File: config.mk
export PLATFORM = sky130hd
export DESIGN_NAME = chdr_sync_fifo
export DESIGN_NICKNAME = d
export VERILOG_FILES = /design/src/common/chdr_macros.svh /design/src/hw/chdr_sync_fifo.sv
export SDC_FILE = /design/constraint.sdc
export NUM_CORES = 1
export LEC_CHECK = 0
export BUFFER_PORTS_ARGS = -buffer_cell sky130_fd_sc_hd__buf_2
export CAP_MARGIN = 25
export CORE_MARGIN = 4
export CORE_UTILIZATION = 50
export DETAILED_ROUTE_END_ITERATION = 10
export PLACE_DENSITY = 0.69
export SYNTH_ARGS = -nofsm -noshare
export SYNTH_HDL_FRONTEND = slang
export SYNTH_SLANG_ARGS = --single-unit
File: constraint.sdc
create_clock -name pkt_clk -period 6.21 [get_ports pkt_clk]
set_input_delay 0 -clock pkt_clk [delete_from_list [all_inputs] [get_ports pkt_clk]]
set_output_delay 0 -clock pkt_clk [all_outputs]
set_load 0.01 [all_outputs]
File: src/common/chdr_macros.svh
`ifndef CHDR_MACROS_SVH
`define CHDR_MACROS_SVH

// body width on the output stream, 32 or 64
`define CHDR_OUT_WIDTH 32

// header item fifo holds 32 entries
`define CHDR_HDR_FIFO_DEPTH_LOG2 5

// body fifo holds 512 words
`define CHDR_BODY_FIFO_DEPTH_LOG2 9

`endif

File: src/hw/chdr_sync_fifo.sv
`timescale 1ns/1ps

module chdr_sync_fifo #(
  parameter int WIDTH      = 64,
  parameter int DEPTH_LOG2 = 4
) (
  input  logic             pkt_clk,
  input  logic             pkt_rst,
  input  logic [WIDTH-1:0] i_wdata,
  input  logic             i_wvalid,
  output logic             o_wready,
  output logic [WIDTH-1:0] o_rdata,
  output logic             o_rvalid,
  input  logic             i_rready
);

  localparam int DEPTH = 1 << DEPTH_LOG2;
  localparam logic [DEPTH_LOG2:0] FULL_COUNT = {1'b1, {DEPTH_LOG2{1'b0}}};

  logic [WIDTH-1:0]      mem [DEPTH];
  logic [DEPTH_LOG2-1:0] wr_ptr;
  logic [DEPTH_LOG2-1:0] rd_ptr;
  logic [DEPTH_LOG2:0]   count;
  logic                  wr_en;
  logic                  rd_en;

  assign o_wready = (count != FULL_COUNT);
  assign o_rvalid = (count != '0);
  assign o_rdata  = mem[rd_ptr];

  assign wr_en = i_wvalid && o_wready;
  assign rd_en = i_rready && o_rvalid;

  ////////////////////////////////////////
  // storage
  ////////////////////////////////////////

  always_ff @(posedge pkt_clk) begin
    if (wr_en) begin
      mem[wr_ptr] <= i_wdata;
    end
  end

  ////////////////////////////////////////
  // pointers and occupancy
  ////////////////////////////////////////

  always_ff @(posedge pkt_clk) begin
    if (pkt_rst) begin
      wr_ptr <= '0;
      rd_ptr <= '0;
      count  <= '0;
    end else begin
      // pointers wrap naturally at the power-of-two depth
      if (wr_en) begin
        wr_ptr <= wr_ptr + 1'b1;
      end
      if (rd_en) begin
        rd_ptr <= rd_ptr + 1'b1;
      end
      case ({wr_en, rd_en})
        2'b10:   count <= count + 1'b1;
        2'b01:   count <= count - 1'b1;
        default: count <= count;
      endcase
    end
  end

  ////////////////////////////////////////
  // assertions
  ////////////////////////////////////////

  a_no_overflow: assert property (
    @(posedge pkt_clk) disable iff (pkt_rst)
    count <= FULL_COUNT
  );

  // an empty fifo may only stay empty or gain one entry
  a_no_underflow: assert property (
    @(posedge pkt_clk) disable iff (pkt_rst)
    (count == '0) |=> (count <= 1)
  );

endmodule

==> impl_metrics.toml <==
[synth]
synth_edf_count = 1024
ys_ff_latch = 1041
yosys_warnings = 0
syn-num-nets = 1768
synthTopCellsByArea = "edfxtp_1 (78%), mux4_2 (15%), a22oi_1 (2.4%)"
avgSynthCellArea_um2 = 23.2
synth_top_area_cell = "edfxtp_1"
yosys.area.top_type_share = 0.783
async_flop_share = 0
synthesis.area_um2 = 39300
synthesis.instances = 1692
ys_types = 47
synth_seq_area_share = 0.792
ys.flop_type = "edfxtp_1"

[cts]
post_cts_resized = 0
post_cts_buffers = 0
h-tree-depth = 3
ctsLongestPathBuffers = 3
clk_latency_ps = 660
cts_buffers = 105
path_clk_slew_ps = 60
cts_tree = "built"
cts_hold_buffers = 67
cts_num_sinks = 1041
ctsRootBufferMaster = "clkbuf_16"

[timing]
fin_crit_sh = 0.572
finClkSkew_ps = 16.0
min_period_ps = 3550
fin_ws_ps = 2660
setup_viol = 0
rsz0062_at_grt = "no"
worstMarginPinSlew_ps = 1100
slew_headroom = 0.270
slew_violations = 0
fmax_mhz = 282
fin_setup_tns_ps = 0
hold_viol_final = 0

[hold_path]
hold_path.class = "in2reg"

[pwr]
p_per_area_nw_per_um2 = 372
power_leakage_nw = 14.4
ir_drop_mv = 0.262

[placement]
gp_congestion = 0.724
pre_cts_ws_ps = 2760
hpwl_mm = 44.2
io_buffers = 133
dpl-instance-area_um2 = 41400

[floorplanning]
dieArea_um2 = 83100
io_pins = 134
start_util = 0.506
dieWidth_um = 288
dieHeight_um = 288
num_rows = 102
core_area_um2 = 77600

[drt]
num_vias = 18500
drt_wl_total_mm = 82.9
first_iter_violations = 1885
dr.pass1.iters = 7
viasPerCell = 6.01
final_antenna_net_count = 0
drc = 0
wl_per_cell_um = 27.0

[final_layout]
finalInstanceArea_um2 = 45600
final_core_util = 0.588
final_cell_mix = "edfxtp_1 (1024), mux4_2 (256), buf_2 (133)"
fill_cells = 5483
final_common_cell = "edfxtp_1"
synthToLayoutAreaGrowth_pct = 16.2
drive_gt1_frac = 0.298
finalNetCount = 2020

[worst_setup_path]
cp-end-kind = "output port"
worstSetupPathType = "reg2out"
max_stage_delay_ps = 900
cp_slowest_cell = "dfxtp_4"
cp_max_fo = 86
startpoint_type = "register"
critPathRequiredTime_ps = 6210
path_cells = "buf_12 > mux4_2 > a22oi_1 > nand2_1 > buf_2"
arrival_ps = 3550

[job]
drv_cap = 0

[global_routing]
overflow = 0
track_usage = 0.204
grt_antenna_before_repair = 1
grt_pass1_wl_mm = 126
first_global_vias = 19600
grt_start_max_net_pins = 124

[run_status]
status = "finished clean"
==> stage by stage <==
| stage | total power, mW | std cells | hold WS [ps] |
|---|---|---|---|
| final | 17.0 | 3072 | 269 |
| after global routing | 17.7 | 3071 | 265 |
| after CTS | 17.2 | 3070 | 230 |
| after detailed placement | 10.8 | 2809 | 387 |
| after global placement | 10.7 | 2799 | 363 |
| after floorplan | 10.0 | 1692 | 98.9 |
==> registers in the layout (all words and copies together) (netlist names), named ones only <==
name	count
rd_ptr	4
wr_ptr	4
mem	1024
count	5
==> critical path: cells and delay by family, from the launching register on <==
kind | cells | cell delay, ps
simple gates | 1 | 110
buf+inv | 2 | 800
compound gates | 1 | 410
mux | 1 | 590
flops | 1 | 900
==> cell usage after synthesis, types with 2 or more instances <==
cell type  count
a22oi_1      128
inv_1          5
dfxtp_1       17
nor4_1         2
xor2_1         6
nand2b_1       2
edfxtp_1    1024
and3_1         2
o211ai_1       2
nand3_1        2
buf_6         13
ha_1           8
o2111ai_1      2
buf_1         22
buf_4          5
nor3_1         7
nand2_1       74
mux4_2       256
nand3b_1       2
a21o_1         2
o21a_1         3
mux2i_1        3
and2_1         2
buf_2         20
clkbuf_1      33
nor2_1        26
nor2b_1        4
==> cells by family (layout without fill, tap and decap cells) <==
group | count (synthesis) | in the layout | synth area share
compound gates | 149 | 149 | 0.0290
xor+xnor | 7 | 7 | 0.00156
fa+ha+maj | 8 | 8 | 0.00255
buf+inv | 99 | 438 | 0.0131
flops | 1041 | 1041 | 0.792
mux | 259 | 259 | 0.148
other cells | 0 | 1 | 0
simple gates | 129 | 129 | 0.0144
==> report_power, final <==
| part | internal [mW] | total (mW) | switching (mW) | leakage [nW] |
|---|---|---|---|---|
| Combinational | 1.20 | 2.51 | 1.32 | 3.35 |
| Clock | 3.80 | 6.38 | 2.58 | 1.71 |
| Sequential | 7.95 | 8.10 | 0.145 | 9.39 |
==> cell type report <==
class	count	area [um2]	share of cell area
Antenna cell	1	2.50	0.0000548
Clock buffer	127	2730	0.0599
Clock inverter	67	772	0.0169
Inverter	6	22.5	0.000494
Multi-Input combinational cell	552	7800	0.171
Sequential cell	1041	31100	0.681
Tap cell	1040	1300	0.0285
Timing Repair Buffer	238	1910	0.0418
==> path summary, 6_finish.rpt <==
check	startpoint	endpoint	slack [ps]	cells after the start
hold / removal	i_wdata[13]	mem[3][13]	270	2
setup / recovery	register	o_rdata[30]	2660	5
hold reg to reg	rd_ptr[2]	rd_ptr[2]	550	2
setup reg to reg	count[2]	mem[6][40]	2680	5
==> per-layer routing <==
| metal | part of all wire | wire, um | vias up | global-route usage |
|---|---|---|---|---|
| met5 | 0 | 0 | - | 0 |
| met3 | 0.076 | 6340 | 94 | 0.0354 |
| met1 | 0.40 | 33300 | 9867 | 0.292 |
| met4 | 0.017 | 1380 | 0 | 0.0507 |
| li1 | - | - | 7763 | - |
| met2 | 0.50 | 41800 | 745 | 0.332 |
Note: power is estimated with default switching activity, not from simulation.
