--- src/common/chdr_macros.svh ---
`ifndef CHDR_MACROS_SVH
`define CHDR_MACROS_SVH

// body width on the output stream, 32 or 64
`define CHDR_OUT_WIDTH 32

// header item fifo holds 32 entries
`define CHDR_HDR_FIFO_DEPTH_LOG2 5

// body fifo holds 512 words
`define CHDR_BODY_FIFO_DEPTH_LOG2 9

`endif

--- src/common/chdr_pkg.sv ---
package chdr_pkg;

  ////////////////////////////////////////
  // chdr header word
  ////////////////////////////////////////

  // field order follows the wire format, msb first
  typedef struct packed {
    logic [1:0]  pkt_type;
    logic        has_time;
    logic        eob;
    logic [11:0] seq_num;
    // total bytes, header and time word included
    logic [15:0] length;
    logic [31:0] sid;
  } chdr_hdr_t;

  // one input word, seen either as raw bits or as header fields
  typedef union packed {
    logic [63:0] raw;
    chdr_hdr_t   hdr;
  } chdr_word_u;

  ////////////////////////////////////////
  // header item
  ////////////////////////////////////////

  // hi is the header, lo the timestamp or a second copy of the header
  typedef struct packed {
    chdr_word_u  hi;
    logic [63:0] lo;
  } chdr_hdr_item_t;

endpackage

--- src/common/chdr_stream_if.sv ---
`timescale 1ns/1ps

// 64-bit body stream with valid/ready handshake
interface chdr_stream_if;

  logic [63:0] tdata;
  logic        tlast;
  logic        tvalid;
  logic        tready;

  // producer side
  modport src (
    output tdata,
    output tlast,
    output tvalid,
    input  tready
  );

  // consumer side
  modport snk (
    input  tdata,
    input  tlast,
    input  tvalid,
    output tready
  );

endinterface

--- src/deframer/chdr_hdr_splitter.sv ---
`timescale 1ns/1ps

module chdr_hdr_splitter (
  input  logic                     pkt_clk,
  input  logic                     pkt_rst,
  input  chdr_pkg::chdr_word_u     i_tdata,
  input  logic                     i_tlast,
  input  logic                     i_tvalid,
  output logic                     o_tready,
  output chdr_pkg::chdr_hdr_item_t o_hdr_item,
  output logic                     o_hdr_valid,
  input  logic                     i_hdr_ready,
  chdr_stream_if.src               body
);
  import chdr_pkg::*;

  typedef enum logic [1:0] {
    ST_HEAD = 2'd0,
    ST_TIME = 2'd1,
    ST_BODY = 2'd2
  } state_t;

  state_t     state;
  chdr_word_u held_hdr;
  logic       head_accept;
  logic       time_accept;
  logic       last_accept;

  ////////////////////////////////////////
  // handshakes
  ////////////////////////////////////////

  assign head_accept = (state == ST_HEAD) && i_tvalid && i_hdr_ready;
  assign time_accept = (state == ST_TIME) && i_tvalid && i_hdr_ready;
  assign last_accept = (state == ST_BODY) && i_tvalid && body.tready && i_tlast;

  // body fifo paces the input only while body words flow
  assign o_tready = (state == ST_BODY) ? body.tready : i_hdr_ready;

  // header item goes out on the header word, or on the time word if present
  assign o_hdr_valid = i_tvalid &&
                       ((state == ST_TIME) ||
                        ((state == ST_HEAD) && !i_tdata.hdr.has_time));

  always_comb begin
    o_hdr_item.hi = (state == ST_TIME) ? held_hdr : i_tdata;
    // without a time word this is just the header again
    o_hdr_item.lo = i_tdata.raw;
  end

  assign body.tdata  = i_tdata.raw;
  assign body.tlast  = i_tlast;
  assign body.tvalid = (state == ST_BODY) && i_tvalid;

  ////////////////////////////////////////
  // state machine
  ////////////////////////////////////////

  always_ff @(posedge pkt_clk) begin
    if (pkt_rst) begin
      state <= ST_HEAD;
    end else begin
      case (state)
        ST_HEAD: begin
          if (head_accept) begin
            state <= i_tdata.hdr.has_time ? ST_TIME : ST_BODY;
          end
        end
        ST_TIME: begin
          if (time_accept) begin
            state <= ST_BODY;
          end
        end
        ST_BODY: begin
          if (last_accept) begin
            state <= ST_HEAD;
          end
        end
        default: state <= ST_HEAD;
      endcase
    end
  end

  // header kept until its time word arrives
  always_ff @(posedge pkt_clk) begin
    if (head_accept && i_tdata.hdr.has_time) begin
      held_hdr <= i_tdata;
    end
  end

  ////////////////////////////////////////
  // assertions
  ////////////////////////////////////////

  // every packet must carry at least one body word
  a_no_empty_pkt: assert property (
    @(posedge pkt_clk) disable iff (pkt_rst)
    (head_accept || time_accept) |-> !i_tlast
  );

  a_state_legal: assert property (
    @(posedge pkt_clk) disable iff (pkt_rst)
    state inside {ST_HEAD, ST_TIME, ST_BODY}
  );

endmodule

--- src/flat_wrapper.sv ---
// flat-port wrapper written by rule: the top's interface ports become plain ports
module chdr_hdr_splitter_flat import chdr_pkg::*;
  (pkt_clk, pkt_rst, i_tdata, i_tlast, i_tvalid, o_tready, o_hdr_item, o_hdr_valid, i_hdr_ready, body_tdata, body_tlast, body_tvalid, body_tready);
  chdr_stream_if body_i ();
  input  logic pkt_clk;
  input  logic pkt_rst;
  input  chdr_pkg::chdr_word_u i_tdata;
  input  logic i_tlast;
  input  logic i_tvalid;
  output logic o_tready;
  output chdr_pkg::chdr_hdr_item_t o_hdr_item;
  output logic o_hdr_valid;
  input  logic i_hdr_ready;
  output wire logic [$bits(body_i.tdata)-1:0] body_tdata;
  output wire logic [$bits(body_i.tlast)-1:0] body_tlast;
  output wire logic [$bits(body_i.tvalid)-1:0] body_tvalid;
  input wire logic [$bits(body_i.tready)-1:0] body_tready;
  assign body_tdata = body_i.tdata;
  assign body_tlast = body_i.tlast;
  assign body_tvalid = body_i.tvalid;
  assign body_i.tready = body_tready;
  chdr_hdr_splitter u_core (.pkt_clk(pkt_clk), .pkt_rst(pkt_rst), .i_tdata(i_tdata), .i_tlast(i_tlast), .i_tvalid(i_tvalid), .o_tready(o_tready), .o_hdr_item(o_hdr_item), .o_hdr_valid(o_hdr_valid), .i_hdr_ready(i_hdr_ready), .body(body_i));
endmodule
--- config.mk ---
export PLATFORM = sky130hd
export DESIGN_NAME = chdr_hdr_splitter_flat
export DESIGN_NICKNAME = d
export VERILOG_FILES = /design/src/common/chdr_macros.svh /design/src/common/chdr_pkg.sv /design/src/common/chdr_stream_if.sv /design/src/deframer/chdr_hdr_splitter.sv /design/src/flat_wrapper.sv
export SDC_FILE = /design/constraint.sdc
export NUM_CORES = 1
export LEC_CHECK = 0
export ABC_AREA = 1
export BUFFER_PORTS_ARGS = -buffer_cell sky130_fd_sc_hd__buf_2
export CORE_AREA = 3 3 103 105
export DETAILED_ROUTE_END_ITERATION = 10
export DIE_AREA = 0 0 106 108
export GPL_TIMING_DRIVEN = 0
export MAX_ROUTING_LAYER = met4
export PLACE_DENSITY = 0.78
export SLEW_MARGIN = 10
export SYNTH_ARGS = -nofsm -noshare
export SYNTH_HDL_FRONTEND = slang
export SYNTH_SLANG_ARGS = --single-unit
--- constraint.sdc ---
create_clock -name pkt_clk -period 3.6 [get_ports pkt_clk]
set_input_delay 0.36 -clock pkt_clk [delete_from_list [all_inputs] [get_ports pkt_clk]]
set_output_delay 0.36 -clock pkt_clk [all_outputs]
set_load 0.05 [all_outputs]
==> summary.md <==
| Metric | Value |
|---|---|
| PD cells | `427 mW/mm²` |
| Number of global-route vias before repair | `3400` |
| Multi-input gate area | `801 µm²` |
| DP Area | `0.00538 mm²` |
| Leak | `3.05 nW` |
| Die width | `106 µm` |
| Design Area, Final | `0.00557 mm²` |
| Critical Path Source Type | `flip-flop` |
| Clk pwr share | `around a quarter` |
| Cell Rows | `36` |
| Warnings, synthesis | `0` |
| Setup_tns | `0 ns` |
| Routed wire length | `about 10000 µm` |
| Routed WL per cell | `~12 µm` |
| Fin crit share | `56.9%` |
| Synthesized net count | `493` |
| Clock Tree Root | `clkbuf_8` |
| Clock period minus worst slack | `2.05 ns` |
| Dominant cell type by area after synthesis | `edfxtp_1` |
| Cell breakdown of the critical path | `nor2_4 > inv_2 > buf_4 > nand2_1 > nand2_1 > buf_2` |
| Outcome | `complete, no violations` |
| Comb power frac | `38.1%` |
| CP bufs+invs | `3` |
| Most used cell, CP | `nand2_1` |
| Layout cells sized above 1 | `60.5%` |
| Most frequent cells in the layout | `buf_2, nand2_1, buf_4` |
| Antenna viol nets, final | `0` |
| Pint | `around 1.4 mW` |
| Htree depth | `3` |
| Max-Cap Viols | `0` |
| GRT Overall Usage | `18.0%` |
| Slowest stage delay, CP | `about 0.42 ns` |
| Vias per inst | `4.24` |
| Initial core utilization | `39.9%` |
| Core ar. | `~0.0097 mm²` |
| CP arrival | `1.69 ns` |
| Actual slew at the worst max-slew pin | `0.819 ns` |
| Register area | `0.00196 mm²` |
| First-iteration detailed-routing DRC count | `between 100 and 150` |
| Final setup fails | `0` |
| RSZ-0062 raised after global routing | `no` |
| Max-slew headroom | `45.4%` |
| I/O Buffers | `between 200 and 300` |
| CTS tree | `done` |
| DR pass1 iterations | `4` |
| Reg clk slew, reported paths | `0.07 ns` |
| FILL cells | `873` |
| Crit-path leading delay family | `buffers and inverters` |
| Post-DP HPWL | `8160 µm` |
| WS Path Type | `flip-flop to output port` |
| Unique masters post-synth | `13` |
| Synth top area cells | `edfxtp_1, buf_4, nand2_1, buf_6, dfxtp_1` |
| Area grow syn2layout | `43.4%` |
| Antenna fix cells | `0` |
| Final Hold Viols | `0` |
| Fmax | `488 MHz` |
| Slew Limit Fails | `0` |
| Gate Count Post-Synth | `423` |
| Flops & latches, synth | `66` |
| Peak supply drop | `0.000200 V` |
| CP Max Fanout | `10` |
| Commonest non-fill, non-tap cell in the layout | `buf_2` |
| Clock buffer depth | `2` |
| Crit end category | `output port` |
| Critical Path RT | `3.24 ns` |
| Post-CTS Setup Inserts | `0` |
| Num ports | `around 270` |
| Switch Pwr | `946 µW` |
| First-pass GRT wire length | `16000 µm` |
| Clk_skew | `0.00739 ns` |
| CTS resizes | `0` |
| Syn avg cell area | `9.19 µm²` |
| Placer Congestion | `0.798` |
| Num CTS Buffers | `9` |
| Register area share after synthesis | `50.5%` |
| Vias | `3553` |
| Clk sinks | `66` |
| Die ar. | `0.0114 mm²` |
| Synth Cell Area | `0.00389 mm²` |
| Sw Share | `39.8%` |
| Die height | `between 100 and 150 µm` |
| Layout Nets | `about 770` |
| # DRC | `0` |
| Hold Path Class | `primary input to flip-flop` |
| Top-area cell type share of the netlist area | `49.5%` |
| Sequential power share | `between 30% and 40%` |
| GRT overflow | `0` |
| Worst path slowest cell | `dfxtp_1` |
| Worst skew pair latency | `0.33 ns` |
| Largest net degree at the start of global routing | `65` |
| Initial antenna violation count | `0` |
| Cts-stage hold buffer count | `0` |
==> metrics by stage <==
stage / util, % / instances / power [mW] / hold WS (ns) / worst slack (ns)
6_report: 57.3 / 837 / 2.38 / 0.196 / 1.55
5_1_grt: 57.3 / 837 / 2.48 / 0.179 / 1.44
4_1_cts: 57.3 / 837 / 2.40 / 0.178 / 1.50
3_5_place_dp: 55.3 / 821 / 1.80 / 0.549 / 1.80
3_3_place_gp: 55.3 / 821 / 1.79 / 0.534 / 0.717
2_1_floorplan: - / 423 / 1.59 / 0.429 / 1.37
==> per-layer routing <==
layer	vias up	share of wire [%]	track usage, %
met3	16	8.6	5.37
li1	1752	-	-
met2	165	53	33.2
met4	0	1.5	5.18
met5	-	0	-
met1	1620	37	18.6
==> power by group through the flow <==
stage	combinational [mW]	sequential, mW	clock [mW]
final	0.905	0.877	0.597
after floorplan	0.695	0.893	0
after global routing	0.951	0.878	0.652
after detailed placement	0.911	0.893	0
after global placement	0.901	0.894	0
after CTS	0.913	0.877	0.613
==> worst paths after layout <==
| kind | from | endpoint | depth (start not counted) | slack, ns |
|---|---|---|---|---|
| setup reg to reg | u_core.state[1] | u_core.held_hdr[0] | 3 | 1.93 |
| hold / removal | pkt_rst | u_core.state[1] | 2 | 0.20 |
| setup / recovery | u_core.state[1] | o_hdr_item[70] | 6 | 1.55 |
| hold reg to reg | u_core.state[0] | u_core.state[1] | 4 | 0.64 |
==> cells by family after synthesis <==
group / synth area share (%)
AO/OA/AOI/OAI: 0.386
buffers and inverters: 28.9
flip-flops: 50.5
AND/OR/NAND/NOR: 20.2
==> final cells by class <==
type | count | area share [%]
inverter | 6 | 0.449
tap | 133 | 2.99
timing repair buffer | 265 | 23.8
multi-input combinational | 209 | 14.4
buffer | 142 | 19.8
clock inverter | 2 | 0.180
clock buffer | 14 | 3.28
sequential | 66 | 35.2
==> registers in the layout (all words and copies together) (netlist names) <==
signal,cells
u_core.held_hdr,64
u_core.state,2
==> cell usage after synthesis (all sizes together) <==
cell type,number
a21oi,3
and2,1
buf,142
dfxtp,2
edfxtp,64
inv,6
nand2,200
nand3,2
nor2,3
==> worst register-to-register path, stage by stage (launching register included) <==
cell and delay, ns:
dfxtp_1 0.36, nor2_1 0.12, nand3_1 0.15, inv_4 0.59
(Power assumes the default switching activity.)
