===== src/common/chdr_macros.svh =====
`ifndef CHDR_MACROS_SVH
`define CHDR_MACROS_SVH

// body width on the output stream, 32 or 64
`define CHDR_OUT_WIDTH 32

// header item fifo holds 32 entries
`define CHDR_HDR_FIFO_DEPTH_LOG2 5

// body fifo holds 512 words
`define CHDR_BODY_FIFO_DEPTH_LOG2 9

`endif


===== src/common/chdr_pkg.sv =====
package chdr_pkg;

  ////////////////////////////////////////
  // chdr header word
  ////////////////////////////////////////

  // field order follows the wire format, msb first
  typedef struct packed {
    logic [1:0]  pkt_type;
    logic        has_time;
    logic        eob;
    logic [11:0] seq_num;
    // total bytes, header and time word included
    logic [15:0] length;
    logic [31:0] sid;
  } chdr_hdr_t;

  // one input word, seen either as raw bits or as header fields
  typedef union packed {
    logic [63:0] raw;
    chdr_hdr_t   hdr;
  } chdr_word_u;

  ////////////////////////////////////////
  // header item
  ////////////////////////////////////////

  // hi is the header, lo the timestamp or a second copy of the header
  typedef struct packed {
    chdr_word_u  hi;
    logic [63:0] lo;
  } chdr_hdr_item_t;

endpackage


===== src/common/chdr_stream_if.sv =====
`timescale 1ns/1ps

// 64-bit body stream with valid/ready handshake
interface chdr_stream_if;

  logic [63:0] tdata;
  logic        tlast;
  logic        tvalid;
  logic        tready;

  // producer side
  modport src (
    output tdata,
    output tlast,
    output tvalid,
    input  tready
  );

  // consumer side
  modport snk (
    input  tdata,
    input  tlast,
    input  tvalid,
    output tready
  );

endinterface


===== src/deframer/chdr_width_gearbox.sv =====
`timescale 1ns/1ps

module chdr_width_gearbox #(
  parameter int OUT_WIDTH = 32
) (
  input  logic                     pkt_clk,
  input  logic                     pkt_rst,
  input  chdr_pkg::chdr_hdr_item_t i_hdr_item,
  input  logic                     i_hdr_valid,
  output logic                     o_hdr_ready,
  chdr_stream_if.snk               body,
  output logic [OUT_WIDTH-1:0]     o_tdata,
  output logic [127:0]             o_tuser,
  output logic                     o_tlast,
  output logic                     o_tvalid,
  input  logic                     i_tready
);
  import chdr_pkg::*;

  chdr_word_u hdr_word;
  logic       out_xfer;

  assign hdr_word = i_hdr_item.hi;

  // a beat needs both its header item and a body word
  assign o_tvalid = i_hdr_valid && body.tvalid;
  assign out_xfer = o_tvalid && i_tready;

  // header item stays on tuser for every beat of the packet
  assign o_tuser     = i_hdr_item;
  assign o_hdr_ready = out_xfer && o_tlast;

  generate
    if (OUT_WIDTH == 32) begin : gen_out32

      ////////////////////////////////////////
      // 32-bit output, two beats per word
      ////////////////////////////////////////

      logic half_sel;
      logic short_last;

      // 1 to 4 valid bytes in the final word means it ends on the upper half
      assign short_last = (hdr_word.hdr.length[2:0] inside {3'd1, 3'd2, 3'd3, 3'd4});

      // upper half first
      assign o_tdata    = half_sel ? body.tdata[31:0] : body.tdata[63:32];
      assign o_tlast    = body.tlast && (half_sel || short_last);
      assign body.tready = out_xfer && (half_sel || o_tlast);

      always_ff @(posedge pkt_clk) begin
        if (pkt_rst) begin
          half_sel <= 1'b0;
        end else if (out_xfer) begin
          if (o_tlast) begin
            half_sel <= 1'b0;
          end else begin
            half_sel <= ~half_sel;
          end
        end
      end

    end else begin : gen_out64

      ////////////////////////////////////////
      // 64-bit output
      ////////////////////////////////////////

      assign o_tdata     = body.tdata;
      assign o_tlast     = body.tlast;
      assign body.tready = out_xfer;

    end
  endgenerate

  ////////////////////////////////////////
  // assertions
  ////////////////////////////////////////

  // relies on both fifos holding their read side until popped
  a_stall_stable: assert property (
    @(posedge pkt_clk) disable iff (pkt_rst)
    (o_tvalid && !i_tready) |=>
      (o_tvalid && $stable(o_tdata) && $stable(o_tlast) && $stable(hdr_word.raw))
  );

endmodule


===== src/flat_wrapper.sv =====
// flat-port wrapper written by rule: the top's interface ports become plain ports
module chdr_width_gearbox_flat import chdr_pkg::*;
#(
  parameter int OUT_WIDTH = 32
)
  (pkt_clk, pkt_rst, i_hdr_item, i_hdr_valid, o_hdr_ready, o_tdata, o_tuser, o_tlast, o_tvalid, i_tready, body_tdata, body_tlast, body_tvalid, body_tready);
  chdr_stream_if body_i ();
  input  logic pkt_clk;
  input  logic pkt_rst;
  input  chdr_pkg::chdr_hdr_item_t i_hdr_item;
  input  logic i_hdr_valid;
  output logic o_hdr_ready;
  output logic [OUT_WIDTH-1:0] o_tdata;
  output logic [127:0] o_tuser;
  output logic o_tlast;
  output logic o_tvalid;
  input  logic i_tready;
  input wire logic [$bits(body_i.tdata)-1:0] body_tdata;
  input wire logic [$bits(body_i.tlast)-1:0] body_tlast;
  input wire logic [$bits(body_i.tvalid)-1:0] body_tvalid;
  output wire logic [$bits(body_i.tready)-1:0] body_tready;
  assign body_i.tdata = body_tdata;
  assign body_i.tlast = body_tlast;
  assign body_i.tvalid = body_tvalid;
  assign body_tready = body_i.tready;
  chdr_width_gearbox #(.OUT_WIDTH(OUT_WIDTH)) u_core (.pkt_clk(pkt_clk), .pkt_rst(pkt_rst), .i_hdr_item(i_hdr_item), .i_hdr_valid(i_hdr_valid), .o_hdr_ready(o_hdr_ready), .body(body_i), .o_tdata(o_tdata), .o_tuser(o_tuser), .o_tlast(o_tlast), .o_tvalid(o_tvalid), .i_tready(i_tready));
endmodule

===== config.mk =====
export PLATFORM = sky130hd
export DESIGN_NAME = chdr_width_gearbox_flat
export DESIGN_NICKNAME = d
export VERILOG_FILES = /design/src/common/chdr_macros.svh /design/src/common/chdr_pkg.sv /design/src/common/chdr_stream_if.sv /design/src/deframer/chdr_width_gearbox.sv /design/src/flat_wrapper.sv
export SDC_FILE = /design/constraint.sdc
export NUM_CORES = 1
export LEC_CHECK = 0
export BUFFER_PORTS_ARGS = -buffer_cell sky130_fd_sc_hd__buf_2
export CAP_MARGIN = 20
export CORE_AREA = 2 2 140 142
export CTS_CLUSTER_DIAMETER = 30
export CTS_CLUSTER_SIZE = 16
export DETAILED_ROUTE_END_ITERATION = 10
export DIE_AREA = 0 0 142 144
export GPL_TIMING_DRIVEN = 0
export PLACE_DENSITY = 0.44
export REMOVE_ABC_BUFFERS = 1
export SYNTH_ARGS = -nofsm -noshare
export SYNTH_HDL_FRONTEND = slang
export SYNTH_SLANG_ARGS = --single-unit

===== constraint.sdc =====
create_clock -name pkt_clk -period 1 [get_ports pkt_clk]
set_input_delay 0.05 -clock pkt_clk [delete_from_list [all_inputs] [get_ports pkt_clk]]
set_output_delay 0.05 -clock pkt_clk [all_outputs]
set_load 0.03 [all_outputs]

==> results of run 1 <==
[critical path, stage by stage, from the launching register on]
cell                      delay [ns]
sky130_fd_sc_hd__dfxtp_4        0.35
sky130_fd_sc_hd__buf_12         0.13
sky130_fd_sc_hd__buf_12         0.13
sky130_fd_sc_hd__mux2_4         0.32
sky130_fd_sc_hd__buf_6          0.15
[repair_timing]
| item | in CTS | in global routing |
|---|---|---|
| gates resized for setup | 68 | 8 |
| gates cloned | 0 | 1 |
| setup endpoints to repair | 36 | 36 |
| setup buffers | 2 | 1 |
| pin swaps | 3 | 1 |
[final timing paths]
check                            startpoint                        end  depth (start not counted)
setup / recovery  u_core.gen_out32.half_sel                o_tdata[27]                          4
hold / removal              i_hdr_item[123]               o_tuser[123]                          0
setup reg to reg  u_core.gen_out32.half_sel  u_core.gen_out32.half_sel                          3
hold reg to reg   u_core.gen_out32.half_sel  u_core.gen_out32.half_sel                          3
[kinds of logic (layout without fill, tap and decap cells)]
kind of cell / Yosys count / after routing
buf+inv: 132 / 116
mux: 32 / 32
simple gates: 8 / 8
compound gates: 5 / 5
flops: 1 / 1
[synth_stat cells (all sizes together)]
cell type  instances  area, sq um
buf              132          986
mux2              32          360
and2               2         15.0
and3               2         12.5
o21a               2         15.0
o21ai              2         10.0
or3                2         12.5
dfxtp              1         20.0
nand3              1         5.00
nand3b             1         7.51
o211a              1         10.0
[stage by stage]
stage,hold WS (ns),std cells,total power (uW),setup slack [ns],setup TNS (ns)
after global placement,0.100,395,657,-1.33,-44.46
after floorplan,0.100,46,390,-0.635,-22.37
after detailed placement,0.100,396,673,-0.503,-12.78
final,0.100,400,869,-0.139,-3.53
after CTS,0.100,398,831,-0.128,-3.03
after global routing,0.100,400,913,-0.159,-4.44
[power groups by stage]
| stage | Clock [uW] | Sequential, uW | Combinational [uW] |
|---|---|---|---|
| after floorplan | 0 | 60.4 | 330 |
| after global placement | 0 | 72.7 | 584 |
| after detailed placement | 0 | 58.9 | 615 |
| after CTS | 0 | 45.8 | 785 |
| after global routing | 0 | 46.1 | 867 |
| final | 0 | 45.7 | 824 |
[layout make-up]
class	instances	area share (%)
multi-input combinational	45	30.8
timing repair buffer	116	49.9
sequential	1	1.43
tap	238	17.9
[layer usage]
layer / GRT usage (%) / vias up
li1: - / 415
met2: 51.0 / 349
met4: 2.84 / 0
met5: 0 / -
met1: 3.87 / 460
met3: 35.5 / 10
==> metrics.txt, run 1 <==
# TYPE chip_impl_metric gauge
chip_impl_info{name="outcome",value="complete, but fails checks"} 1
chip_impl_info{name="violated_checks",value="negative setup slack"} 1
chip_impl_metric{name="globalRoute.totalOverflow",unit=""} 0
chip_impl_metric{name="post_synthesis_compound_gate_area_fraction",unit="%"} 2.41
chip_impl_info{name="cp-end-kind",value="output port"} 1
chip_impl_metric{name="synth_warnings",unit=""} 0
chip_impl_metric{name="utilization",unit="%"} 8.74
chip_impl_info{name="top_library_cells_by_usage_in_the_layout_fill_and_taps_aside",value="78 x sky130_fd_sc_hd__buf_2, 25 x sky130_fd_sc_hd__buf_6, 15 x sky130_fd_sc_hd__mux2_4"} 1
chip_impl_metric{name="total_leakage_power",unit="uW"} 0.000764
chip_impl_metric{name="final_min_period_over_clock_period",unit="%"} 114
chip_impl_metric{name="grt_pass1_wl",unit="mm"} 26.8
chip_impl_metric{name="switching_share",unit="%"} 47.1
chip_impl_metric{name="p_per_area",unit="nW/um^2"} 521
chip_impl_metric{name="worst_ep_required_time",unit="ns"} 0.95
chip_impl_metric{name="portBuffers",unit=""} 111
chip_impl_metric{name="drive_gt1_share",unit="%"} 85.2
chip_impl_metric{name="area_of_placed_instances",unit="sq um"} 1350
chip_impl_metric{name="avgViaCountPerCell",unit=""} 3.09
chip_impl_metric{name="drt-met1-wl",unit="mm"} 1.76
chip_impl_info{name="rsz0062_at_grt",value="yes"} 1
chip_impl_metric{name="final_design_area_no_fill",unit="sq um"} 1670
chip_impl_metric{name="die_w",unit="um"} 142
chip_impl_metric{name="area.sequential",unit="sq um"} 23.8
chip_impl_metric{name="finalHoldViolations",unit=""} 0
chip_impl_metric{name="synth_area",unit="sq um"} 1450
chip_impl_metric{name="cell_internal_pwr",unit="uW"} 460
chip_impl_metric{name="switching_power",unit="uW"} 409
chip_impl_metric{name="achievable-frequency",unit="MHz"} 878
chip_impl_metric{name="met3_length",unit="mm"} 7.94
chip_impl_info{name="setup.worst_path.class",value="flip-flop to output port"} 1
chip_impl_metric{name="syn_to_final_growth",unit="%"} 14.7
chip_impl_metric{name="multiInputGateArea",unit="sq um"} 514
chip_impl_metric{name="finalWirelength",unit="mm"} 25.2
chip_impl_metric{name="worst_clock_skew",unit="ns"} 0
chip_impl_metric{name="synth_area_per_cell",unit="sq um"} 8.17
chip_impl_info{name="worstHoldPathType",value="input pin to output port"} 1
chip_impl_metric{name="drcViolationCount",unit=""} 0
chip_impl_metric{name="filler_cell_count",unit=""} 2199
chip_impl_metric{name="worstMarginPinSlew",unit="ns"} 0.243
chip_impl_metric{name="final.min_clock_period",unit="ns"} 1.14
chip_impl_metric{name="start_util",unit="%"} 7.62
chip_impl_metric{name="insertion_delay",unit="ns"} 0
chip_impl_metric{name="synthesis.instances",unit=""} 178
chip_impl_metric{name="core_area",unit="sq um"} 19100
chip_impl_metric{name="die_height",unit="um"} 144
chip_impl_metric{name="timing.critical_path.arrival",unit="ns"} 1.09
chip_impl_info{name="top_signal_layer_used",value="met4"} 1
chip_impl_info{name="largest_register",value="u_core.gen_out32.half_sel"} 1
chip_impl_metric{name="detailed_place_hpwl",unit="mm"} 24.4
chip_impl_metric{name="largest_register_ff_count",unit=""} 1
chip_impl_metric{name="final_nets",unit=""} 362
chip_impl_metric{name="maximum_fanout_along_the_worst_path",unit=""} 5
chip_impl_metric{name="vdd_drop_max",unit="mV"} 0.278
chip_impl_metric{name="gp_congestion",unit=""} 1.03
chip_impl_metric{name="drtPass1Iterations",unit=""} 4
chip_impl_metric{name="vias",unit=""} 1234
chip_impl_metric{name="grt_util_all_layers",unit="%"} 23.3
chip_impl_metric{name="first_global_vias",unit=""} 1089
chip_impl_metric{name="share_seq_of_total_power",unit="%"} 5.3
chip_impl_metric{name="setup_viol",unit=""} 36
chip_impl_metric{name="final_critical_path_setup_slack",unit="ns"} -0.139
chip_impl_metric{name="cts.reportedPaths.clkPinSlew",unit="ns"} 0
chip_impl_metric{name="maxCapViolCount",unit=""} 0
chip_impl_metric{name="basic_gate_share_of_the_synthesized_area_counting_and_or_nand_and_nor_cells",unit="%"} 3.61
chip_impl_metric{name="post_synth_num_cell_types",unit=""} 15
chip_impl_metric{name="synth.area.mux_share",unit="%"} 24.8
chip_impl_info{name="reg_top3",value="u_core.gen_out32.half_sel (1)"} 1
chip_impl_metric{name="timing.final.max_slew_violations",unit=""} 0
chip_impl_metric{name="fp-row-count",unit=""} 51
chip_impl_metric{name="antenna_found_initial",unit=""} 0
chip_impl_metric{name="met2_wirelength",unit="mm"} 15.1
chip_impl_metric{name="routed_wire_length_per_instance",unit="um"} 63.0
chip_impl_info{name="cp-start-kind",value="flip-flop"} 1
chip_impl_metric{name="ys_seq_elements",unit=""} 1
chip_impl_metric{name="pin_count",unit=""} 362
chip_impl_metric{name="yosys.area_share.xor_xnor",unit="%"} 0
chip_impl_metric{name="initialDrtViolationCount",unit=""} 67
chip_impl_metric{name="maximum_number_of_pins_on_one_net_before_global_route_repair",unit=""} 20
chip_impl_metric{name="synthAdderAreaFrac",unit="%"} 0
chip_impl_info{name="synth_top_family_by_area",value="buffers and inverters"} 1
chip_impl_metric{name="worst_relative_slew_slack",unit="%"} 83.7
chip_impl_metric{name="rrSetupSlack",unit="ns"} -0.08
chip_impl_metric{name="clockPowerShare",unit="%"} 0
chip_impl_metric{name="postCtsHoldBufs",unit=""} 0
chip_impl_metric{name="combinationalPowerShare",unit="%"} 94.7
chip_impl_metric{name="design.die.area",unit="sq um"} 20400
chip_impl_metric{name="final_antenna_net_count",unit=""} 0
chip_impl_metric{name="antenna-diode-count",unit=""} 0
chip_impl_metric{name="proportion_of_synthesized_chip_area_in_sequential_cells",unit="%"} 1.38
chip_impl_info{name="layout_commonest_cell",value="sky130_fd_sc_hd__buf_2"} 1
Note: power is estimated with default switching activity, not from simulation.
==> inputs of run 2 (changes only) <==
--- a/config.mk
+++ b/config.mk
@@ -6,7 +6,6 @@
 export NUM_CORES = 1
 export LEC_CHECK = 0
 export BUFFER_PORTS_ARGS = -buffer_cell sky130_fd_sc_hd__buf_2
-export CAP_MARGIN = 20
 export CORE_AREA = 2 2 140 142
 export CTS_CLUSTER_DIAMETER = 30
 export CTS_CLUSTER_SIZE = 16
==> constraint.sdc (replaced) <==
create_clock -name pkt_clk -period 1 [get_ports pkt_clk]
set_input_delay 0 -clock pkt_clk [delete_from_list [all_inputs] [get_ports pkt_clk]]
set_output_delay 0 -clock pkt_clk [all_outputs]
set_load 0.03 [all_outputs]
==> metrics.txt, run 2 (synthesis results as in run 1) <==
# TYPE chip_impl_metric gauge
chip_impl_info{name="outcome",value="complete, but fails checks"} 1
chip_impl_info{name="violated_checks",value="negative setup slack"} 1
chip_impl_info{name="largest_register",value="u_core.gen_out32.half_sel"} 1
chip_impl_metric{name="start_util",unit="%"} 7.62
chip_impl_metric{name="gp_congestion",unit=""} 1.03
chip_impl_metric{name="vdd_drop_max",unit="mV"} 0.265
chip_impl_metric{name="utilization",unit="%"} 8.66
chip_impl_info{name="critical_path.top_delay_family",value="flip-flops"} 1
chip_impl_metric{name="core_area",unit="sq um"} 19100
chip_impl_info{name="rsz0062_at_grt",value="yes"} 1
chip_impl_metric{name="syn_to_final_growth",unit="%"} 13.7
chip_impl_metric{name="worst_ep_required_time",unit="ns"} 1.00
chip_impl_metric{name="insertion_delay",unit="ns"} 0
chip_impl_metric{name="r2r.worst_path.cells",unit=""} 3
chip_impl_metric{name="antenna_found_initial",unit=""} 1
chip_impl_metric{name="maximum_fanout_along_the_worst_path",unit=""} 19
chip_impl_info{name="layout_commonest_cell",value="sky130_fd_sc_hd__buf_2"} 1
chip_impl_metric{name="achievable-frequency",unit="MHz"} 921
chip_impl_metric{name="largest_register_ff_count",unit=""} 1
chip_impl_metric{name="cts.reportedPaths.clkPinSlew",unit="ns"} 0
chip_impl_metric{name="fp-row-count",unit=""} 51
chip_impl_metric{name="first_global_vias",unit=""} 1105
chip_impl_metric{name="hold-worst-slack",unit="ns"} 0.000207
chip_impl_metric{name="slowest_delay",unit="ns"} 0.37
chip_impl_info{name="busiest_layer",value="met2"} 1
chip_impl_info{name="timing.critical_path.cells",value="buf_16 > mux2_1 > buf_4"} 1
chip_impl_info{name="slowest_stage",value="sky130_fd_sc_hd__dfxtp_4"} 1
chip_impl_metric{name="routed_wire_length_per_instance",unit="um"} 63.2
chip_impl_metric{name="vias",unit=""} 1261
chip_impl_metric{name="worstSetupPathDepth",unit=""} 3
chip_impl_metric{name="finalWirelength",unit="mm"} 25.2
chip_impl_metric{name="drtPass1Iterations",unit=""} 4
chip_impl_metric{name="die_w",unit="um"} 142
chip_impl_metric{name="final_nets",unit=""} 360
chip_impl_metric{name="p_per_area",unit="nW/um^2"} 528
chip_impl_metric{name="final_antenna_net_count",unit=""} 0
chip_impl_metric{name="met1_usage",unit="%"} 3.45
chip_impl_metric{name="worstMarginPinSlew",unit="ns"} 0.236
chip_impl_info{name="rr_startpoint",value="u_core.gen_out32.half_sel"} 1
chip_impl_metric{name="grt_util_all_layers",unit="%"} 23.3
chip_impl_metric{name="grt_pass1_wl",unit="mm"} 26.8
chip_impl_metric{name="setup_total_negative_slack",unit="ns"} -1.07
chip_impl_metric{name="fin_cells",unit=""} 399
chip_impl_metric{name="die_height",unit="um"} 144
chip_impl_info{name="worstSetupStartpoint",value="u_core.gen_out32.half_sel"} 1
chip_impl_metric{name="multiInputGateArea",unit="sq um"} 541
chip_impl_metric{name="finalHoldViolations",unit=""} 0
chip_impl_metric{name="grt.met2_usage",unit="%"} 48.4
chip_impl_metric{name="worst_clock_skew",unit="ns"} 0
chip_impl_metric{name="maxCapViolCount",unit=""} 0
chip_impl_metric{name="final.min_clock_period",unit="ns"} 1.09
chip_impl_metric{name="area.sequential",unit="sq um"} 23.8
chip_impl_metric{name="globalRoute.totalOverflow",unit=""} 0
chip_impl_metric{name="drcViolationCount",unit=""} 0
chip_impl_metric{name="worstPathBufferInverterCount",unit=""} 2
chip_impl_metric{name="drive_gt1_share",unit="%"} 88.8
chip_impl_info{name="cp-end-kind",value="output port"} 1
chip_impl_metric{name="avgViaCountPerCell",unit=""} 3.16
chip_impl_metric{name="final_min_period_over_clock_period",unit="%"} 109
chip_impl_metric{name="filler_cell_count",unit=""} 2194
chip_impl_metric{name="maximum_number_of_pins_on_one_net_before_global_route_repair",unit=""} 20
chip_impl_metric{name="grt_use_met3",unit="%"} 36.1
chip_impl_info{name="cp-start-kind",value="flip-flop"} 1
chip_impl_metric{name="timing.critical_path.arrival",unit="ns"} 1.09
chip_impl_metric{name="hold-path-cell-count",unit=""} 0
chip_impl_metric{name="setup_viol",unit=""} 25
chip_impl_metric{name="initialDrtViolationCount",unit=""} 46
chip_impl_metric{name="total_leakage_power",unit="uW"} 0.000768
chip_impl_metric{name="design.die.area",unit="sq um"} 20400
chip_impl_info{name="worstHoldPathType",value="input pin to output port"} 1
chip_impl_info{name="hold_path.startpoint",value="i_hdr_item[123]"} 1
chip_impl_metric{name="pin_count",unit=""} 362
chip_impl_metric{name="timing.final.max_slew_violations",unit=""} 0
chip_impl_metric{name="portBuffers",unit=""} 111
chip_impl_metric{name="dpl.cell_count",unit=""} 396
chip_impl_metric{name="final_critical_path_setup_slack",unit="ns"} -0.0857
chip_impl_info{name="reg_top3",value="u_core.gen_out32.half_sel (1)"} 1
chip_impl_metric{name="detailed_place_hpwl",unit="mm"} 24.4
chip_impl_metric{name="worst_relative_slew_slack",unit="%"} 84.1
chip_impl_info{name="setup.worst_path.class",value="flip-flop to output port"} 1
chip_impl_info{name="top_library_cells_by_usage_in_the_layout_fill_and_taps_aside",value="79 x sky130_fd_sc_hd__buf_2, 26 x sky130_fd_sc_hd__buf_6, 22 x sky130_fd_sc_hd__mux2_4"} 1
==> run 2: cell types whose count changed in the layout (fill, tap and decap cells not counted), sizes merged <==
cell | previous run | this run
clkbuf | 1 | 0
diode | 0 | 1
buf | 115 | 114
==> run 2: worst paths after layout <==
path | slack [ns] | end
setup / recovery | -0.09 | o_tdata[10]
hold / removal | 0.0002 | o_tuser[123]
setup reg to reg | -0.06 | u_core.gen_out32.half_sel
hold reg to reg | 0.68 | u_core.gen_out32.half_sel
==> run 2: final cells by class <==
cell class              count  share of cell area, %
multi-input cells          45                   32.7
flip-flops and latches      1                   1.44
well taps                 238                   18.0
repair buffers            114                   47.7
diodes                      1                  0.151
==> run 2: stage by stage <==
step	cell area (sq um)	setup WS, ns	total power, uW
global placement	1320	-1.28	657
CTS	1590	-0.0935	833
finish	1650	-0.0857	872
global route	1650	-0.116	915
floorplan	468	-0.585	390
detailed placement	1350	-0.453	673
==> run 2: layer usage <==
layer | vias to the layer above | wire length (um)
li1 | 413 | -
met1 | 457 | 1500
met2 | 367 | 14400
met3 | 24 | 8190
met4 | 0 | 1100
met5 | - | 0
==> run 2: what timing repair did <==
| item | in CTS | in global routing |
|---|---|---|
| buffers inserted | 2 | 0 |
| pin swaps | 1 | 3 |
| hold buffers | 0 | 0 |
| endpoints found under the setup margin | 36 | 36 |
| resized for setup | 68 | 14 |
| endpoints found under the hold margin | 0 | 0 |
==> run 2: report_power, final <==
part           internal, uW  switching [uW]
sequential             41.5            4.50
clock              0.000134               0
combinational           421             405
==> inputs of run 3 (changes only) <==
--- a/config.mk
+++ b/config.mk
@@ -6,13 +6,15 @@
 export NUM_CORES = 1
 export LEC_CHECK = 0
 export BUFFER_PORTS_ARGS = -buffer_cell sky130_fd_sc_hd__buf_2
-export CORE_AREA = 2 2 140 142
+export CELL_PAD_IN_SITES_DETAIL_PLACEMENT = 0
+export CELL_PAD_IN_SITES_GLOBAL_PLACEMENT = 1
+export CORE_AREA = 2 2 139 141
 export CTS_CLUSTER_DIAMETER = 30
 export CTS_CLUSTER_SIZE = 16
 export DETAILED_ROUTE_END_ITERATION = 10
-export DIE_AREA = 0 0 142 144
+export DIE_AREA = 0 0 141 143
 export GPL_TIMING_DRIVEN = 0
-export PLACE_DENSITY = 0.44
+export PLACE_DENSITY = 0.69
 export REMOVE_ABC_BUFFERS = 1
 export SYNTH_ARGS = -nofsm -noshare
 export SYNTH_HDL_FRONTEND = slang
==> metrics.txt, run 3 (synthesis results as in run 1) <==
# TYPE chip_impl_metric gauge
chip_impl_metric{name="p_per_area",unit="nW/um^2"} 538
chip_impl_metric{name="maximum_fanout_along_the_worst_path",unit=""} 25
chip_impl_metric{name="slowest_delay",unit="ns"} 0.38
chip_impl_metric{name="globalRoute.totalOverflow",unit=""} 0
chip_impl_metric{name="final_min_period_over_clock_period",unit="%"} 111
chip_impl_metric{name="routed_wire_length_per_instance",unit="um"} 61.9
chip_impl_metric{name="finalHoldViolations",unit=""} 0
chip_impl_metric{name="final_critical_path_setup_slack",unit="ns"} -0.106
chip_impl_metric{name="antenna_found_initial",unit=""} 0
chip_impl_info{name="layout_commonest_cell",value="sky130_fd_sc_hd__buf_2"} 1
chip_impl_info{name="reg_top3",value="u_core.gen_out32.half_sel (1)"} 1
chip_impl_metric{name="grt_util_all_layers",unit="%"} 23.0
chip_impl_metric{name="antenna-diode-count",unit=""} 0
chip_impl_metric{name="detailed_place_hpwl",unit="mm"} 23.8
chip_impl_metric{name="share_seq_of_total_power",unit="%"} 5.6
chip_impl_info{name="cp-start-kind",value="flip-flop"} 1
chip_impl_metric{name="die_height",unit="um"} 143
chip_impl_metric{name="design.die.area",unit="sq um"} 20200
chip_impl_metric{name="start_util",unit="%"} 7.82
chip_impl_metric{name="worstPathBufferInverterCount",unit=""} 2
chip_impl_metric{name="die_w",unit="um"} 141
chip_impl_metric{name="syn_to_final_growth",unit="%"} 1.89
chip_impl_info{name="top_library_cells_by_usage_in_the_layout_fill_and_taps_aside",value="87 x sky130_fd_sc_hd__buf_2, 24 x sky130_fd_sc_hd__mux2_1, 13 x sky130_fd_sc_hd__buf_6"} 1
chip_impl_metric{name="portBuffers",unit=""} 111
chip_impl_metric{name="achievable-frequency",unit="MHz"} 904
chip_impl_metric{name="final_nets",unit=""} 359
chip_impl_metric{name="vias",unit=""} 1178
chip_impl_info{name="cp-end-kind",value="output port"} 1
chip_impl_info{name="critical_path.top_delay_family",value="multiplexers"} 1
chip_impl_metric{name="drtPass1Iterations",unit=""} 4
chip_impl_metric{name="total_leakage_power",unit="uW"} 0.000674
chip_impl_metric{name="drive_gt1_share",unit="%"} 78.6
chip_impl_info{name="worstHoldPathType",value="input pin to output port"} 1
chip_impl_info{name="violated_checks",value="negative setup slack"} 1
chip_impl_metric{name="largest_register_ff_count",unit=""} 1
chip_impl_metric{name="pin_count",unit=""} 362
chip_impl_metric{name="final.min_clock_period",unit="ns"} 1.11
chip_impl_metric{name="vdd_drop_max",unit="mV"} 0.262
chip_impl_metric{name="cell_internal_pwr",unit="uW"} 371
chip_impl_metric{name="finalWirelength",unit="mm"} 24.3
chip_impl_metric{name="maximum_number_of_pins_on_one_net_before_global_route_repair",unit=""} 26
chip_impl_metric{name="drcViolationCount",unit=""} 0
chip_impl_metric{name="worst_ep_required_time",unit="ns"} 1.00
chip_impl_info{name="outcome",value="complete, but fails checks"} 1
chip_impl_metric{name="setup_viol",unit=""} 34
chip_impl_metric{name="insertion_delay",unit="ns"} 0
chip_impl_info{name="setup.worst_path.class",value="flip-flop to output port"} 1
chip_impl_metric{name="clockPowerShare",unit="%"} 0
chip_impl_metric{name="avgViaCountPerCell",unit=""} 3.00
chip_impl_metric{name="worst_relative_slew_slack",unit="%"} 84.9
chip_impl_info{name="rsz0062_at_grt",value="yes"} 1
chip_impl_metric{name="switching_power",unit="uW"} 426
chip_impl_info{name="largest_register",value="u_core.gen_out32.half_sel"} 1
chip_impl_metric{name="timing.critical_path.arrival",unit="ns"} 1.11
chip_impl_info{name="timing.critical_path.cells",value="buf_16 > mux2_2 > buf_4"} 1
chip_impl_metric{name="switching_share",unit="%"} 53.5
chip_impl_metric{name="worstMarginPinSlew",unit="ns"} 0.224
chip_impl_metric{name="grt_pass1_wl",unit="mm"} 26.3
chip_impl_metric{name="combinationalPowerShare",unit="%"} 94.4
chip_impl_metric{name="core_area",unit="sq um"} 18600
chip_impl_metric{name="timing.final.max_slew_violations",unit=""} 0
chip_impl_metric{name="gp_congestion",unit=""} 0.971
chip_impl_metric{name="cts.reportedPaths.clkPinSlew",unit="ns"} 0
chip_impl_metric{name="final_antenna_net_count",unit=""} 0
chip_impl_metric{name="design_power_total",unit="uW"} 797
chip_impl_info{name="slowest_stage",value="sky130_fd_sc_hd__mux2_2"} 1
chip_impl_metric{name="worst_clock_skew",unit="ns"} 0
chip_impl_metric{name="initialDrtViolationCount",unit=""} 62
chip_impl_metric{name="maxCapViolCount",unit=""} 0
chip_impl_metric{name="fp-row-count",unit=""} 50
chip_impl_metric{name="place_ws",unit="ns"} -0.496
chip_impl_metric{name="first_global_vias",unit=""} 1003
## run 3: changes by cell type in the layout (fill, tap and decap cells not counted)
cell,change
sky130_fd_sc_hd__buf_6,-13
sky130_fd_sc_hd__diode_2,-1
sky130_fd_sc_hd__buf_4,+5
sky130_fd_sc_hd__buf_2,+8
sky130_fd_sc_hd__mux2_4,-20
sky130_fd_sc_hd__mux2_2,+4
sky130_fd_sc_hd__buf_12,-1
sky130_fd_sc_hd__mux2_1,+16
## run 3: worst paths after layout
kind,startpoint,endpoint,slack (ns),depth (start not counted)
max,u_core.gen_out32.half_sel,o_tdata[7],-0.11,3
min,i_hdr_item[16],o_tuser[16],0.0002,0
max reg2reg,u_core.gen_out32.half_sel,u_core.gen_out32.half_sel,-0.08,3
min reg2reg,u_core.gen_out32.half_sel,u_core.gen_out32.half_sel,0.71,3
## run 3: metrics by stage
| stage | area (sq um) | hold WS [ns] | setup TNS (ns) | instances | util [%] |
|---|---|---|---|---|---|
| detailed placement | 1350 | 0.000581 | -12.12 | 392 | 7.24 |
| global route | 1480 | 0.000137 | -3.13 | 393 | 7.97 |
| floorplan | 468 | 0 | -20.62 | 46 | - |
| finish | 1480 | 0.000199 | -1.96 | 393 | 7.97 |
| CTS | 1460 | 0.000581 | -2.32 | 393 | 7.85 |
| global placement | 1320 | 0.000581 | -42.33 | 391 | 7.08 |
## run 3: metal layers
layer	vias to the layer above	global-route usage, %	share of wire (%)	wire length, um
li1	410	-	-	-
met2	316	46.0	55	13400
met1	430	3.49	5.7	1400
met4	0	5.47	3.0	718
met3	22	39.5	36	8820
met5	-	0	0	0
## run 3: timing repair
item	in CTS	in global routing
setup buffers	1	0
gates cloned	0	0
endpoints found under the setup margin	36	35
gates resized for setup	40	6
hold buffers	0	0
pin swaps	1	2
hold endpoints to repair	0	0
## run 3: cell type report
class,instances,area [sq um]
flip-flops and latches,1,23.8
multi-input cells,45,465
repair buffers,113,699
fillers,2131,17100
well taps,234,293
## run 3: power by group through the flow
stage	Clock (uW)	Sequential (uW)	Combinational (uW)
floorplan	0	60.4	330
global placement	0	72.0	633
detailed placement	0	58.2	659
CTS	0	44.4	747
global route	0	44.7	796
finish	0	44.3	753
